==> config.mk <==
export PLATFORM = sky130hd
export DESIGN_NAME = queue_manager
export DESIGN_NICKNAME = d
export VERILOG_FILES = /design/src/logic/qm_pkg.sv /design/src/logic/qm_if.sv /design/src/logic/sync_fifo.sv /design/src/logic/queue_table.sv /design/src/logic/state_fetch.sv /design/src/logic/ring_update.sv /design/src/logic/queue_manager.sv
export VERILOG_INCLUDE_DIRS = /design/src /design/src/logic
export SDC_FILE = /design/constraint.sdc
export NUM_CORES = 2
export LEC_CHECK = 0
export BUFFER_PORTS_ARGS = -buffer_cell sky130_fd_sc_hd__buf_4
export CAP_MARGIN = 20
export CORE_MARGIN = 5
export CORE_UTILIZATION = 53
export CTS_CLUSTER_DIAMETER = 40
export DETAILED_ROUTE_END_ITERATION = 10
export HOLD_SLACK_MARGIN = 0.05
export PLACE_DENSITY_LB_ADDON = 0.12
export RECOVER_POWER = 25
export SYNTH_ARGS = -nofsm -noshare
export SYNTH_HDL_FRONTEND = slang
export SYNTH_SLANG_ARGS = --single-unit
==> constraint.sdc <==
create_clock -name clk -period 15.6 [get_ports clk]
set_clock_uncertainty 0.1 [all_clocks]
set_input_delay 1.56 -clock clk [delete_from_list [all_inputs] [get_ports clk]]
set_output_delay 1.56 -clock clk [all_outputs]
set_load 0.02 [all_outputs]
==> src/logic/qm_macros.svh <==
`ifndef QM_MACROS_SVH
`define QM_MACROS_SVH

// Queue table geometry.
`define QM_NB_QUEUES        16
`define QM_QUEUE_ID_WIDTH   4

// Host ring and descriptor fields.
`define QM_RING_AWIDTH      12
`define QM_PKT_SIZE_WIDTH   7
`define QM_META_WIDTH       8
`define QM_BUF_ADDR_WIDTH   32
`define QM_CNT_WIDTH        32

// FIFO sizing.
`define QM_IN_FIFO_DEPTH    16
`define QM_OUT_FIFO_DEPTH   16
`define QM_OUT_AFULL_LEVEL  8

`endif

==> src/logic/qm_pkg.sv <==
`include "qm_macros.svh"

package qm_pkg;

    typedef logic [`QM_QUEUE_ID_WIDTH-1:0] queue_id_t;

    // Ring pointers; the size needs one more bit to hold a full ring.
    typedef logic [`QM_RING_AWIDTH-1:0] ring_ptr_t;
    typedef logic [`QM_RING_AWIDTH:0]   ring_size_t;

    // Packet size, counted in flits.
    typedef logic [`QM_PKT_SIZE_WIDTH-1:0] pkt_size_t;
    typedef logic [`QM_META_WIDTH-1:0]     meta_t;
    typedef logic [`QM_BUF_ADDR_WIDTH-1:0] buf_addr_t;
    typedef logic [`QM_CNT_WIDTH-1:0]      cnt_t;

    // Table addressed by a host write.
    typedef enum logic [1:0] {
        TABLE_HEAD = 2'd0,
        TABLE_TAIL = 2'd1,
        TABLE_ADDR = 2'd2
    } table_sel_t;

endpackage

==> src/logic/qm_if.sv <==
`timescale 1ns/1ps
`include "qm_macros.svh"

// Internal port of one queue table.
interface table_port_if #(
    parameter int DWIDTH = `QM_BUF_ADDR_WIDTH
);
    import qm_pkg::*;

    queue_id_t         addr;
    logic              rd_en;
    logic              wr_en;
    logic [DWIDTH-1:0] wr_data;
    logic [DWIDTH-1:0] rd_data;

    modport owner (output addr, output rd_en, output wr_en, output wr_data, input rd_data);
    modport mem (input addr, input rd_en, input wr_en, input wr_data, output rd_data);

endinterface

// Queue state fetched for one descriptor; valid is a single-cycle pulse.
interface fetched_state_if;
    import qm_pkg::*;

    logic      valid;
    queue_id_t queue;
    ring_ptr_t head;
    ring_ptr_t tail;
    buf_addr_t buf_addr;
    pkt_size_t pkt_size;
    meta_t     meta;
    logic      pass_through;

    modport src (
        output valid, output queue, output head, output tail,
        output buf_addr, output pkt_size, output meta, output pass_through
    );
    modport dst (
        input valid, input queue, input head, input tail,
        input buf_addr, input pkt_size, input meta, input pass_through
    );

endinterface

==> src/logic/sync_fifo.sv <==
`timescale 1ns/1ps

module sync_fifo #(
    parameter int WIDTH       = 8,
    parameter int DEPTH       = 16,
    parameter int AFULL_LEVEL = 8
) (
    input  logic             clk,
    input  logic             rst,
    input  logic [WIDTH-1:0] wr_data,
    input  logic             wr_valid,
    output logic             wr_ready,
    output logic [WIDTH-1:0] rd_data,
    output logic             rd_valid,
    input  logic             rd_ready,
    output logic             almost_full
);

    localparam int PTR_W = $clog2(DEPTH);
    localparam int CNT_W = $clog2(DEPTH + 1);

    logic [WIDTH-1:0] mem [DEPTH];
    logic [PTR_W-1:0] wr_ptr;
    logic [PTR_W-1:0] rd_ptr;
    logic [CNT_W-1:0] count;
    logic             push;
    logic             pop;

    assign wr_ready    = (count != CNT_W'(DEPTH));
    assign rd_valid    = (count != '0);
    assign almost_full = (count > CNT_W'(AFULL_LEVEL));
    assign push        = wr_valid & wr_ready;
    assign pop         = rd_valid & rd_ready;

    // Show-ahead output, the head entry is always presented.
    assign rd_data = mem[rd_ptr];

    always_ff @(posedge clk) begin
        if (push) begin
            mem[wr_ptr] <= wr_data;
        end
    end

    always_ff @(posedge clk) begin
        if (rst) begin
            wr_ptr <= '0;
            rd_ptr <= '0;
            count  <= '0;
        end else begin
            if (push) begin
                wr_ptr <= (wr_ptr == PTR_W'(DEPTH - 1)) ? '0 : wr_ptr + 1'b1;
            end
            if (pop) begin
                rd_ptr <= (rd_ptr == PTR_W'(DEPTH - 1)) ? '0 : rd_ptr + 1'b1;
            end
            case ({push, pop})
                2'b10:   count <= count + 1'b1;
                2'b01:   count <= count - 1'b1;
                default: count <= count;
            endcase
        end
    end

endmodule

==> src/logic/queue_table.sv <==
`timescale 1ns/1ps
`include "qm_macros.svh"

module queue_table #(
    parameter int DWIDTH = 32
) (
    input  logic              clk,
    table_port_if.mem         int_port,
    input  logic              host_wr_en,
    input  qm_pkg::queue_id_t host_addr,
    input  logic [DWIDTH-1:0] host_wr_data
);

    import qm_pkg::*;

    logic [DWIDTH-1:0] rows [`QM_NB_QUEUES];
    queue_id_t         addr_r;

    // Host writes land after the internal one, so the host wins a collision.
    always_ff @(posedge clk) begin
        if (int_port.wr_en) begin
            rows[int_port.addr] <= int_port.wr_data;
        end
        if (host_wr_en) begin
            rows[host_addr] <= host_wr_data;
        end
    end

    // Address register then output register.
    always_ff @(posedge clk) begin
        if (int_port.rd_en) begin
            addr_r <= int_port.addr;
        end
        int_port.rd_data <= rows[addr_r];
    end

endmodule

==> src/logic/state_fetch.sv <==
`timescale 1ns/1ps

module state_fetch (
    input  logic              clk,
    input  logic              rst,
    input  qm_pkg::queue_id_t in_queue_id,
    input  qm_pkg::pkt_size_t in_size,
    input  logic              in_pass_through,
    input  qm_pkg::meta_t     in_meta,
    input  logic              in_valid,
    output logic              in_ready,
    input  logic              out_almost_full,
    input  logic              tail_wr_en,
    input  qm_pkg::queue_id_t wr_queue,
    input  qm_pkg::ring_ptr_t new_tail,
    input  logic              host_head_wr_en,
    input  qm_pkg::queue_id_t host_head_queue,
    input  qm_pkg::ring_ptr_t host_head_data,
    table_port_if.owner       head_port,
    table_port_if.owner       tail_port,
    table_port_if.owner       addr_port,
    fetched_state_if.src      fetched
);

    import qm_pkg::*;

    logic       accept;
    logic       rd_en;
    queue_id_t  rd_queue;
    logic       head_bypass;
    logic [1:0] vld_d;
    logic [1:0] bypass_d;
    queue_id_t  queue_d [2];
    ring_ptr_t  host_head_d [2];
    pkt_size_t  size_d [3];
    meta_t      meta_d [3];
    logic [2:0] pass_d;

    // A fetched state that updates its tail means a write-back next cycle,
    // and the tail port cannot read then.
    assign in_ready = !out_almost_full & !(vld_d[1] & !pass_d[0]);
    assign accept   = in_valid & in_ready;

    // Host head write racing the head read of the same queue.
    assign head_bypass = host_head_wr_en & (host_head_queue == rd_queue);

    always_ff @(posedge clk) begin
        if (rst) begin
            rd_en    <= 1'b0;
            vld_d    <= '0;
            bypass_d <= '0;
        end else begin
            rd_en    <= accept;
            vld_d    <= {vld_d[0], rd_en};
            bypass_d <= {bypass_d[0], rd_en & head_bypass};
        end
    end

    ///////////////////////////////////////////////////////////////////////
    // Descriptor delay line, aligned with the two-cycle table read.
    ///////////////////////////////////////////////////////////////////////

    always_ff @(posedge clk) begin
        if (accept) begin
            rd_queue  <= in_queue_id;
            size_d[2] <= in_size;
            meta_d[2] <= in_meta;
            pass_d[2] <= in_pass_through;
        end
        size_d[1]      <= size_d[2];
        size_d[0]      <= size_d[1];
        meta_d[1]      <= meta_d[2];
        meta_d[0]      <= meta_d[1];
        pass_d[1:0]    <= pass_d[2:1];
        queue_d[0]     <= rd_queue;
        queue_d[1]     <= queue_d[0];
        host_head_d[0] <= host_head_data;
        host_head_d[1] <= host_head_d[0];
    end

    ///////////////////////////////////////////////////////////////////////
    // Table requests.
    ///////////////////////////////////////////////////////////////////////

    always_comb begin
        head_port.addr    = rd_queue;
        head_port.rd_en   = rd_en & !head_bypass;
        head_port.wr_en   = 1'b0;
        head_port.wr_data = '0;

        addr_port.addr    = rd_queue;
        addr_port.rd_en   = rd_en;
        addr_port.wr_en   = 1'b0;
        addr_port.wr_data = '0;

        // Reads take the port; the write-back only uses idle cycles.
        tail_port.rd_en   = rd_en;
        tail_port.wr_en   = tail_wr_en & !rd_en;
        tail_port.addr    = rd_en ? rd_queue : wr_queue;
        tail_port.wr_data = new_tail;
    end

    assign fetched.valid        = vld_d[1];
    assign fetched.queue        = queue_d[1];
    assign fetched.head         = bypass_d[1] ? host_head_d[1] : head_port.rd_data;
    assign fetched.tail         = tail_port.rd_data;
    assign fetched.buf_addr     = addr_port.rd_data;
    assign fetched.pkt_size     = size_d[0];
    assign fetched.meta         = meta_d[0];
    assign fetched.pass_through = pass_d[0];

endmodule

==> src/logic/ring_update.sv <==
`timescale 1ns/1ps

module ring_update (
    input  logic               clk,
    input  logic               rst,
    input  qm_pkg::ring_size_t rb_size,
    fetched_state_if.dst       fetched,
    output logic               tail_wr_en,
    output qm_pkg::queue_id_t  wr_queue,
    output qm_pkg::ring_ptr_t  new_tail,
    output qm_pkg::ring_ptr_t  q_head,
    output qm_pkg::ring_ptr_t  q_tail,
    output qm_pkg::buf_addr_t  q_buf_addr,
    output logic               q_drop,
    output qm_pkg::meta_t      q_meta,
    output logic               q_valid,
    output qm_pkg::cnt_t       full_cnt
);

    import qm_pkg::*;

    // Index 1 is the decision of the previous cycle, index 0 the one before.
    logic [1:0] fwd_valid;
    queue_id_t  fwd_queue [2];
    ring_ptr_t  fwd_tail [2];

    ring_ptr_t rb_mask;
    ring_ptr_t cur_tail;
    ring_ptr_t free_slots;
    ring_ptr_t adv_tail;
    ring_ptr_t next_tail;
    logic      full;
    logic      drop;
    logic      advance;

    // Ring sizes are powers of two.
    always_ff @(posedge clk) begin
        rb_mask <= ring_ptr_t'(rb_size - 1'b1);
    end

    ///////////////////////////////////////////////////////////////////////
    // Drop and advance decision.
    ///////////////////////////////////////////////////////////////////////

    always_comb begin
        // Tails written in the last two cycles are not yet in the table read.
        if (fwd_valid[1] && (fwd_queue[1] == fetched.queue)) begin
            cur_tail = fwd_tail[1];
        end else if (fwd_valid[0] && (fwd_queue[0] == fetched.queue)) begin
            cur_tail = fwd_tail[0];
        end else begin
            cur_tail = fetched.tail;
        end

        // One slot stays empty to tell a full ring from an empty one.
        free_slots = (fetched.head - cur_tail - 1'b1) & rb_mask;
        full       = (free_slots < ring_ptr_t'(fetched.pkt_size)) & !fetched.pass_through;
        drop       = full | (fetched.buf_addr == '0);
        advance    = !drop & !fetched.pass_through;
        adv_tail   = (cur_tail + ring_ptr_t'(fetched.pkt_size)) & rb_mask;
        next_tail  = advance ? adv_tail : cur_tail;
    end

    always_ff @(posedge clk) begin
        if (fetched.valid) begin
            q_head       <= fetched.head;
            q_tail       <= cur_tail;
            q_buf_addr   <= fetched.buf_addr;
            q_drop       <= drop;
            q_meta       <= fetched.meta;
            wr_queue     <= fetched.queue;
            new_tail     <= next_tail;
            fwd_queue[1] <= fetched.queue;
            fwd_tail[1]  <= next_tail;
        end
        fwd_queue[0] <= fwd_queue[1];
        fwd_tail[0]  <= fwd_tail[1];
    end

    always_ff @(posedge clk) begin
        if (rst) begin
            q_valid    <= 1'b0;
            tail_wr_en <= 1'b0;
            fwd_valid  <= '0;
            full_cnt   <= '0;
        end else begin
            q_valid    <= fetched.valid;
            tail_wr_en <= fetched.valid & advance;
            fwd_valid  <= {fetched.valid, fwd_valid[1]};
            if (fetched.valid && full) begin
                full_cnt <= full_cnt + 1'b1;
            end
        end
    end

endmodule

==> src/logic/queue_manager.sv <==
`timescale 1ns/1ps
`include "qm_macros.svh"

module queue_manager (
    input  logic               clk,
    input  logic               rst,
    input  qm_pkg::queue_id_t  in_queue_id,
    input  qm_pkg::pkt_size_t  in_size,
    input  logic               in_pass_through,
    input  qm_pkg::meta_t      in_meta,
    input  logic               in_valid,
    output logic               in_ready,
    output qm_pkg::ring_ptr_t  out_head,
    output qm_pkg::ring_ptr_t  out_tail,
    output qm_pkg::buf_addr_t  out_buf_addr,
    output logic               out_drop,
    output qm_pkg::meta_t      out_meta,
    output logic               out_valid,
    input  logic               out_ready,
    input  logic               cfg_wr_en,
    input  qm_pkg::table_sel_t cfg_sel,
    input  qm_pkg::queue_id_t  cfg_queue,
    input  qm_pkg::buf_addr_t  cfg_data,
    input  qm_pkg::ring_size_t rb_size,
    output qm_pkg::cnt_t       full_cnt
);

    import qm_pkg::*;

    localparam int IN_WIDTH  = $bits(queue_id_t) + $bits(pkt_size_t) + 1 + $bits(meta_t);
    localparam int OUT_WIDTH = 2 * $bits(ring_ptr_t) + $bits(buf_addr_t) + 1 + $bits(meta_t);

    // Input FIFO read side.
    queue_id_t fifo_queue_id;
    pkt_size_t fifo_size;
    logic      fifo_pass_through;
    meta_t     fifo_meta;
    logic      fifo_valid;
    logic      fifo_ready;
    logic      out_almost_full;

    // Tail write-back.
    logic      tail_wr_en;
    queue_id_t wr_queue;
    ring_ptr_t new_tail;

    // Output FIFO write side.
    ring_ptr_t q_head;
    ring_ptr_t q_tail;
    buf_addr_t q_buf_addr;
    logic      q_drop;
    meta_t     q_meta;
    logic      q_valid;

    // Host write decode.
    logic      head_wr_en;
    logic      tail_wr_host;
    logic      addr_wr_en;
    ring_ptr_t cfg_ptr;

    assign head_wr_en   = cfg_wr_en & (cfg_sel == TABLE_HEAD);
    assign tail_wr_host = cfg_wr_en & (cfg_sel == TABLE_TAIL);
    assign addr_wr_en   = cfg_wr_en & (cfg_sel == TABLE_ADDR);
    assign cfg_ptr      = cfg_data[`QM_RING_AWIDTH-1:0];

    table_port_if #(.DWIDTH(`QM_RING_AWIDTH))    head_if ();
    table_port_if #(.DWIDTH(`QM_RING_AWIDTH))    tail_if ();
    table_port_if #(.DWIDTH(`QM_BUF_ADDR_WIDTH)) addr_if ();
    fetched_state_if                             fetched_if ();

    ///////////////////////////////////////////////////////////////////////
    // Pipeline stages.
    ///////////////////////////////////////////////////////////////////////

    sync_fifo #(
        .WIDTH       (IN_WIDTH),
        .DEPTH       (`QM_IN_FIFO_DEPTH),
        .AFULL_LEVEL (`QM_IN_FIFO_DEPTH - 1)
    ) in_fifo (
        .clk         (clk),
        .rst         (rst),
        .wr_data     ({in_queue_id, in_size, in_pass_through, in_meta}),
        .wr_valid    (in_valid),
        .wr_ready    (in_ready),
        .rd_data     ({fifo_queue_id, fifo_size, fifo_pass_through, fifo_meta}),
        .rd_valid    (fifo_valid),
        .rd_ready    (fifo_ready),
        .almost_full ()
    );

    state_fetch u_state_fetch (
        .clk             (clk),
        .rst             (rst),
        .in_queue_id     (fifo_queue_id),
        .in_size         (fifo_size),
        .in_pass_through (fifo_pass_through),
        .in_meta         (fifo_meta),
        .in_valid        (fifo_valid),
        .in_ready        (fifo_ready),
        .out_almost_full (out_almost_full),
        .tail_wr_en      (tail_wr_en),
        .wr_queue        (wr_queue),
        .new_tail        (new_tail),
        .host_head_wr_en (head_wr_en),
        .host_head_queue (cfg_queue),
        .host_head_data  (cfg_ptr),
        .head_port       (head_if),
        .tail_port       (tail_if),
        .addr_port       (addr_if),
        .fetched         (fetched_if)
    );

    ring_update u_ring_update (
        .clk        (clk),
        .rst        (rst),
        .rb_size    (rb_size),
        .fetched    (fetched_if),
        .tail_wr_en (tail_wr_en),
        .wr_queue   (wr_queue),
        .new_tail   (new_tail),
        .q_head     (q_head),
        .q_tail     (q_tail),
        .q_buf_addr (q_buf_addr),
        .q_drop     (q_drop),
        .q_meta     (q_meta),
        .q_valid    (q_valid),
        .full_cnt   (full_cnt)
    );

    // Almost-full leaves room for everything in flight, so wr_ready is not needed.
    sync_fifo #(
        .WIDTH       (OUT_WIDTH),
        .DEPTH       (`QM_OUT_FIFO_DEPTH),
        .AFULL_LEVEL (`QM_OUT_AFULL_LEVEL)
    ) out_fifo (
        .clk         (clk),
        .rst         (rst),
        .wr_data     ({q_head, q_tail, q_buf_addr, q_drop, q_meta}),
        .wr_valid    (q_valid),
        .wr_ready    (),
        .rd_data     ({out_head, out_tail, out_buf_addr, out_drop, out_meta}),
        .rd_valid    (out_valid),
        .rd_ready    (out_ready),
        .almost_full (out_almost_full)
    );

    ///////////////////////////////////////////////////////////////////////
    // Queue tables.
    ///////////////////////////////////////////////////////////////////////

    queue_table #(.DWIDTH(`QM_RING_AWIDTH)) head_table (
        .clk          (clk),
        .int_port     (head_if),
        .host_wr_en   (head_wr_en),
        .host_addr    (cfg_queue),
        .host_wr_data (cfg_ptr)
    );

    queue_table #(.DWIDTH(`QM_RING_AWIDTH)) tail_table (
        .clk          (clk),
        .int_port     (tail_if),
        .host_wr_en   (tail_wr_host),
        .host_addr    (cfg_queue),
        .host_wr_data (cfg_ptr)
    );

    queue_table #(.DWIDTH(`QM_BUF_ADDR_WIDTH)) addr_table (
        .clk          (clk),
        .int_port     (addr_if),
        .host_wr_en   (addr_wr_en),
        .host_addr    (cfg_queue),
        .host_wr_data (cfg_data)
    );

endmodule

==> results.md <==
- Status: completed
- Worst VDD drop: approximately 0.098 mV
- First-pass GRT wire length: 330 mm
- Synth unique cells: 70
- Vias in the first global route: 48200
- Layout net count: 5021
- YS warnings: 0
- CP Data Required Time: 16280 ps
- Post-CTS setup buffer count: 0
- Initial detailed-routing violation count: 4462
- Crit path launch: u_state_fetch.queue_d[0][7]
- CTS H-tree lvls: 5
- Syn nets: 4612
- Mapped Cells: ~4500
- Fillers: between 10000 and 15000
- Worst Path Buf+Inv: 0
- EDFF count, synth: 2369
- Initial Utilization: 53.4%
- CORE AREA: 186000 um^2
- CTS Buf Count: 348
- CP most frequent cell: a21oi_1
- Initial antenna violation count: 17
- WS Path Type: reg -> reg
- Slowest CP cell: nand3_1
- Post-DP HPWL: 123 mm
- Layout cells sized above 1: around a third
- Latest clock arrival within the worst-skew pair: 950 ps
- Async SR Flop Fraction: 0%
- Die ar.: just under 200000 um^2
- Min-delay src: u_state_fetch.meta_d[1][5]
- Synthesized flop and latch total: 2591
- Slowest stage delay, CP: roughly 800 ps
- Cell Chain, Critical Path: xnor2_1 > nand3_1 > nor2_2 > mux2i_1 > nor2_1 > a21oi_1 > ha_1 > a21oi_1 > o31ai_1 > a21oi_1 > xor2_1 > nor2b_1 > ha_1 > a21o_1 > a211oi_1 > o211ai_1 > a221oi_1 > nand4_1 > nor4_4 > nand3_1 > nor4_1 > mux2_1
- RD Place Congestion: 0.824
- Area Growth Syn to Fin: 16.4%
- Wire per inst: 29.5 um
- Mapped cell area: 99300 um^2
- Fin crit period: between 7000 and 8000 ps
- Seq/Total Area, Yosys: 76.1%
- Final setup margin: 8380 ps
- Final setup TNS: 0 ps
- Setup slack at placement: 8490 ps
- I/O Buffers: around 170
- Final WL: 225 mm
- Measured slew at the worst slew-check pin: 1080 ps
- Delay-heaviest family, CP: simple AND/OR/NAND/NOR gates
- Top_reg_cell synth: edfxtp_1
- CTS tree: yes
- Pleak: 0.0368 uW
- Final setup vio count: 0
- RSZ-0062 raised after global routing: false
- Area of the multi-input gates: 23000 um^2
- Chip height: between 400 and 500 um
- Clock root buffer: clkbuf_16
- CP Capture Type: flip-flop
- Synthesized area per cell: approximately 22 um^2
- CP arrival: 7900 ps
- Power per Cell Area: 165 nW/um^2
- DRC Markers: 0
- Largest net degree at the start of global routing: 121
- DRT antenna net count: 0
- Final Slew Violations: 0
- Worst setup SP type: flip-flop
- Clk pin slew, worst setup/hold paths: 50 ps
- Max_cap viols: 0
- Die width: 443 um
- Gr ovfl total: 0
- Total GRT Usage: 23.0%
- Hold buffer count at CTS: 0
- Max frequency: about 0.14 GHz
- Via count: 46600
- CTS resizes: 0
- CTS Buffer Depth: 4
- Slew headroom: about 28%
- Reg2reg start: u_state_fetch.queue_d[0][7]
- Io pins: 175
- Std-Cell Rows: ~160
- TritonRoute pass-1 iters: 5
- Pwr Total: 19100 uW
- Flop-to-flop setup slack: roughly 8400 ps
- Final core occ: 62.2%
- Crit-path max FO: 29
- Reg area: roughly 76000 um^2
- Final hold violations: 0
- Fin crit share: 46.3%
- Clk sinks: 2591
- Min-Delay Path Class: reg -> reg
- Vias per cell: 6.09
[kinds of logic after synthesis]
| family | after synthesis | share of synthesized area, % |
|---|---|---|
| compound gates | 189 | 1.19 |
| xor+xnor | 50 | 0.441 |
| fa+ha+maj | 49 | 0.645 |
| buf+inv | 287 | 1.10 |
| flops | 2591 | 76.1 |
| mux | 932 | 18.5 |
| simple gates | 390 | 1.98 |
[cells in the mapped netlist, drive strengths merged (4+ instances only)]
| library cell | instances | area, um^2 |
|---|---|---|
| or4 | 18 | 135 |
| and2 | 8 | 50.1 |
| mux2 | 206 | 2320 |
| nand4b | 4 | 35.0 |
| nor3 | 24 | 125 |
| buf | 63 | 248 |
| ha | 44 | 551 |
| a21oi | 67 | 335 |
| o21ai | 42 | 210 |
| o21a | 9 | 67.6 |
| or2 | 6 | 40.0 |
| o211ai | 7 | 52.6 |
| edfxtp | 2369 | 71100 |
| nand2 | 68 | 255 |
| xor2 | 27 | 236 |
| nor2b | 20 | 125 |
| xnor2 | 23 | 201 |
| o22ai | 5 | 31.3 |
| a31o | 4 | 35.0 |
| fa | 4 | 80.1 |
| nand4 | 16 | 100 |
| mux4 | 705 | 15900 |
| or3 | 17 | 106 |
| nor4 | 14 | 103 |
| nand2b | 8 | 50.1 |
| dfxtp | 222 | 4440 |
| o31ai | 18 | 135 |
| nand3b | 5 | 37.5 |
| clkbuf | 175 | 657 |
| mux2i | 21 | 223 |
| a31oi | 4 | 40.0 |
| nand3 | 39 | 195 |
| a21o | 13 | 97.6 |
| inv | 49 | 184 |
| and3 | 11 | 73.8 |
| nor2 | 125 | 472 |
[worst reg2reg max path, stage by stage, from the launching register on]
cell	delay [ps]
dfxtp_1	390
xnor2_1	160
nand3_1	160
nor2_2	540
mux2i_1	280
nor2_1	60
a21oi_1	380
ha_1	360
a21oi_1	280
o31ai_1	190
a21oi_1	180
xor2_1	210
nor2b_1	80
ha_1	300
a21o_1	190
a211oi_1	300
o211ai_1	170
a221oi_1	300
nand4_1	230
nor4_4	440
nand3_1	820
nor4_1	610
mux2_1	360
[registers in the layout (all words and copies together) (netlist names), 12 cells and up, named ones only]
name	cells
addr_table.int_port.rd_data	32
u_ring_update.rb_mask	12
u_state_fetch.size_d	21
u_ring_update.fwd_tail	24
head_table.rows	192
out_fifo.mem	1040
u_ring_update.q_buf_addr	32
addr_table.rows	512
u_ring_update.q_head	12
in_fifo.mem	320
u_ring_update.full_cnt	32
tail_table.rows	192
u_state_fetch.host_head_d	24
tail_table.int_port.rd_data	12
head_table.int_port.rd_data	12
u_ring_update.q_tail	12
u_state_fetch.meta_d	24
[per-stage QoR]
stage / instances / area, um^2 / hold WS (ps)
after floorplan: 4488 / 99300 / 210
after global placement: 7023 / 104000 / 210
after detailed placement: 7027 / 104000 / 212
after CTS: 7646 / 116000 / 219
after global routing: 7650 / 116000 / 232
final: 7653 / 116000 / 220
[path summary, 6_finish.rpt]
path | endpoint | depth (start not counted)
max | u_ring_update.full_cnt[11] | 22
min reg2reg | u_state_fetch.meta_d[0][5] | 0
min | u_state_fetch.meta_d[0][5] | 0
max reg2reg | u_ring_update.full_cnt[11] | 22
[cell usage in the layout, fill, tap and decap left out, types with 29 or more instances in the layout]
cell type and n:
clkbuf_1 63, a21oi_1 67, clkbuf_16 361, bufinv_16 35, ha_1 44, clkinv_1 31
edfxtp_1 2369, nand3_1 39, mux4_2 705, clkinv_4 34, buf_4 271, nand2_1 68
dfxtp_1 213, inv_1 48, mux2_2 205, o21ai_0 29, nor2_1 84, clkinv_2 35
inv_6 35
[report_power, final]
group / internal [uW] / total [uW] / leakage [uW] / switching, uW
clock network: 4880 / 7810 / 0.00561 / 2930
logic: 1420 / 2890 / 0.00794 / 1470
registers: 7970 / 8340 / 0.0232 / 372
[final cells by class]
| class | count | share of cell area, % |
|---|---|---|
| repair buffers | 297 | 1.88 |
| flip-flops and latches | 2591 | 65.4 |
| diodes | 7 | 0.0151 |
| inverters | 49 | 0.159 |
| clock inverters | 207 | 1.96 |
| multi-input cells | 1610 | 19.9 |
| clock buffers | 412 | 8.06 |
| well taps | 2480 | 2.68 |
[per-layer routing]
| metal | vias up | routed length [um] | global-route usage, % |
|---|---|---|---|
| li1 | 19700 | - | - |
| met1 | 24800 | 94300 | 33.3 |
| met2 | 1689 | 108000 | 35.7 |
| met3 | 367 | 17400 | 5.28 |
| met4 | 0 | 5370 | 6.77 |
| met5 | - | 0 | 0 |
(Power assumes the default switching activity.)
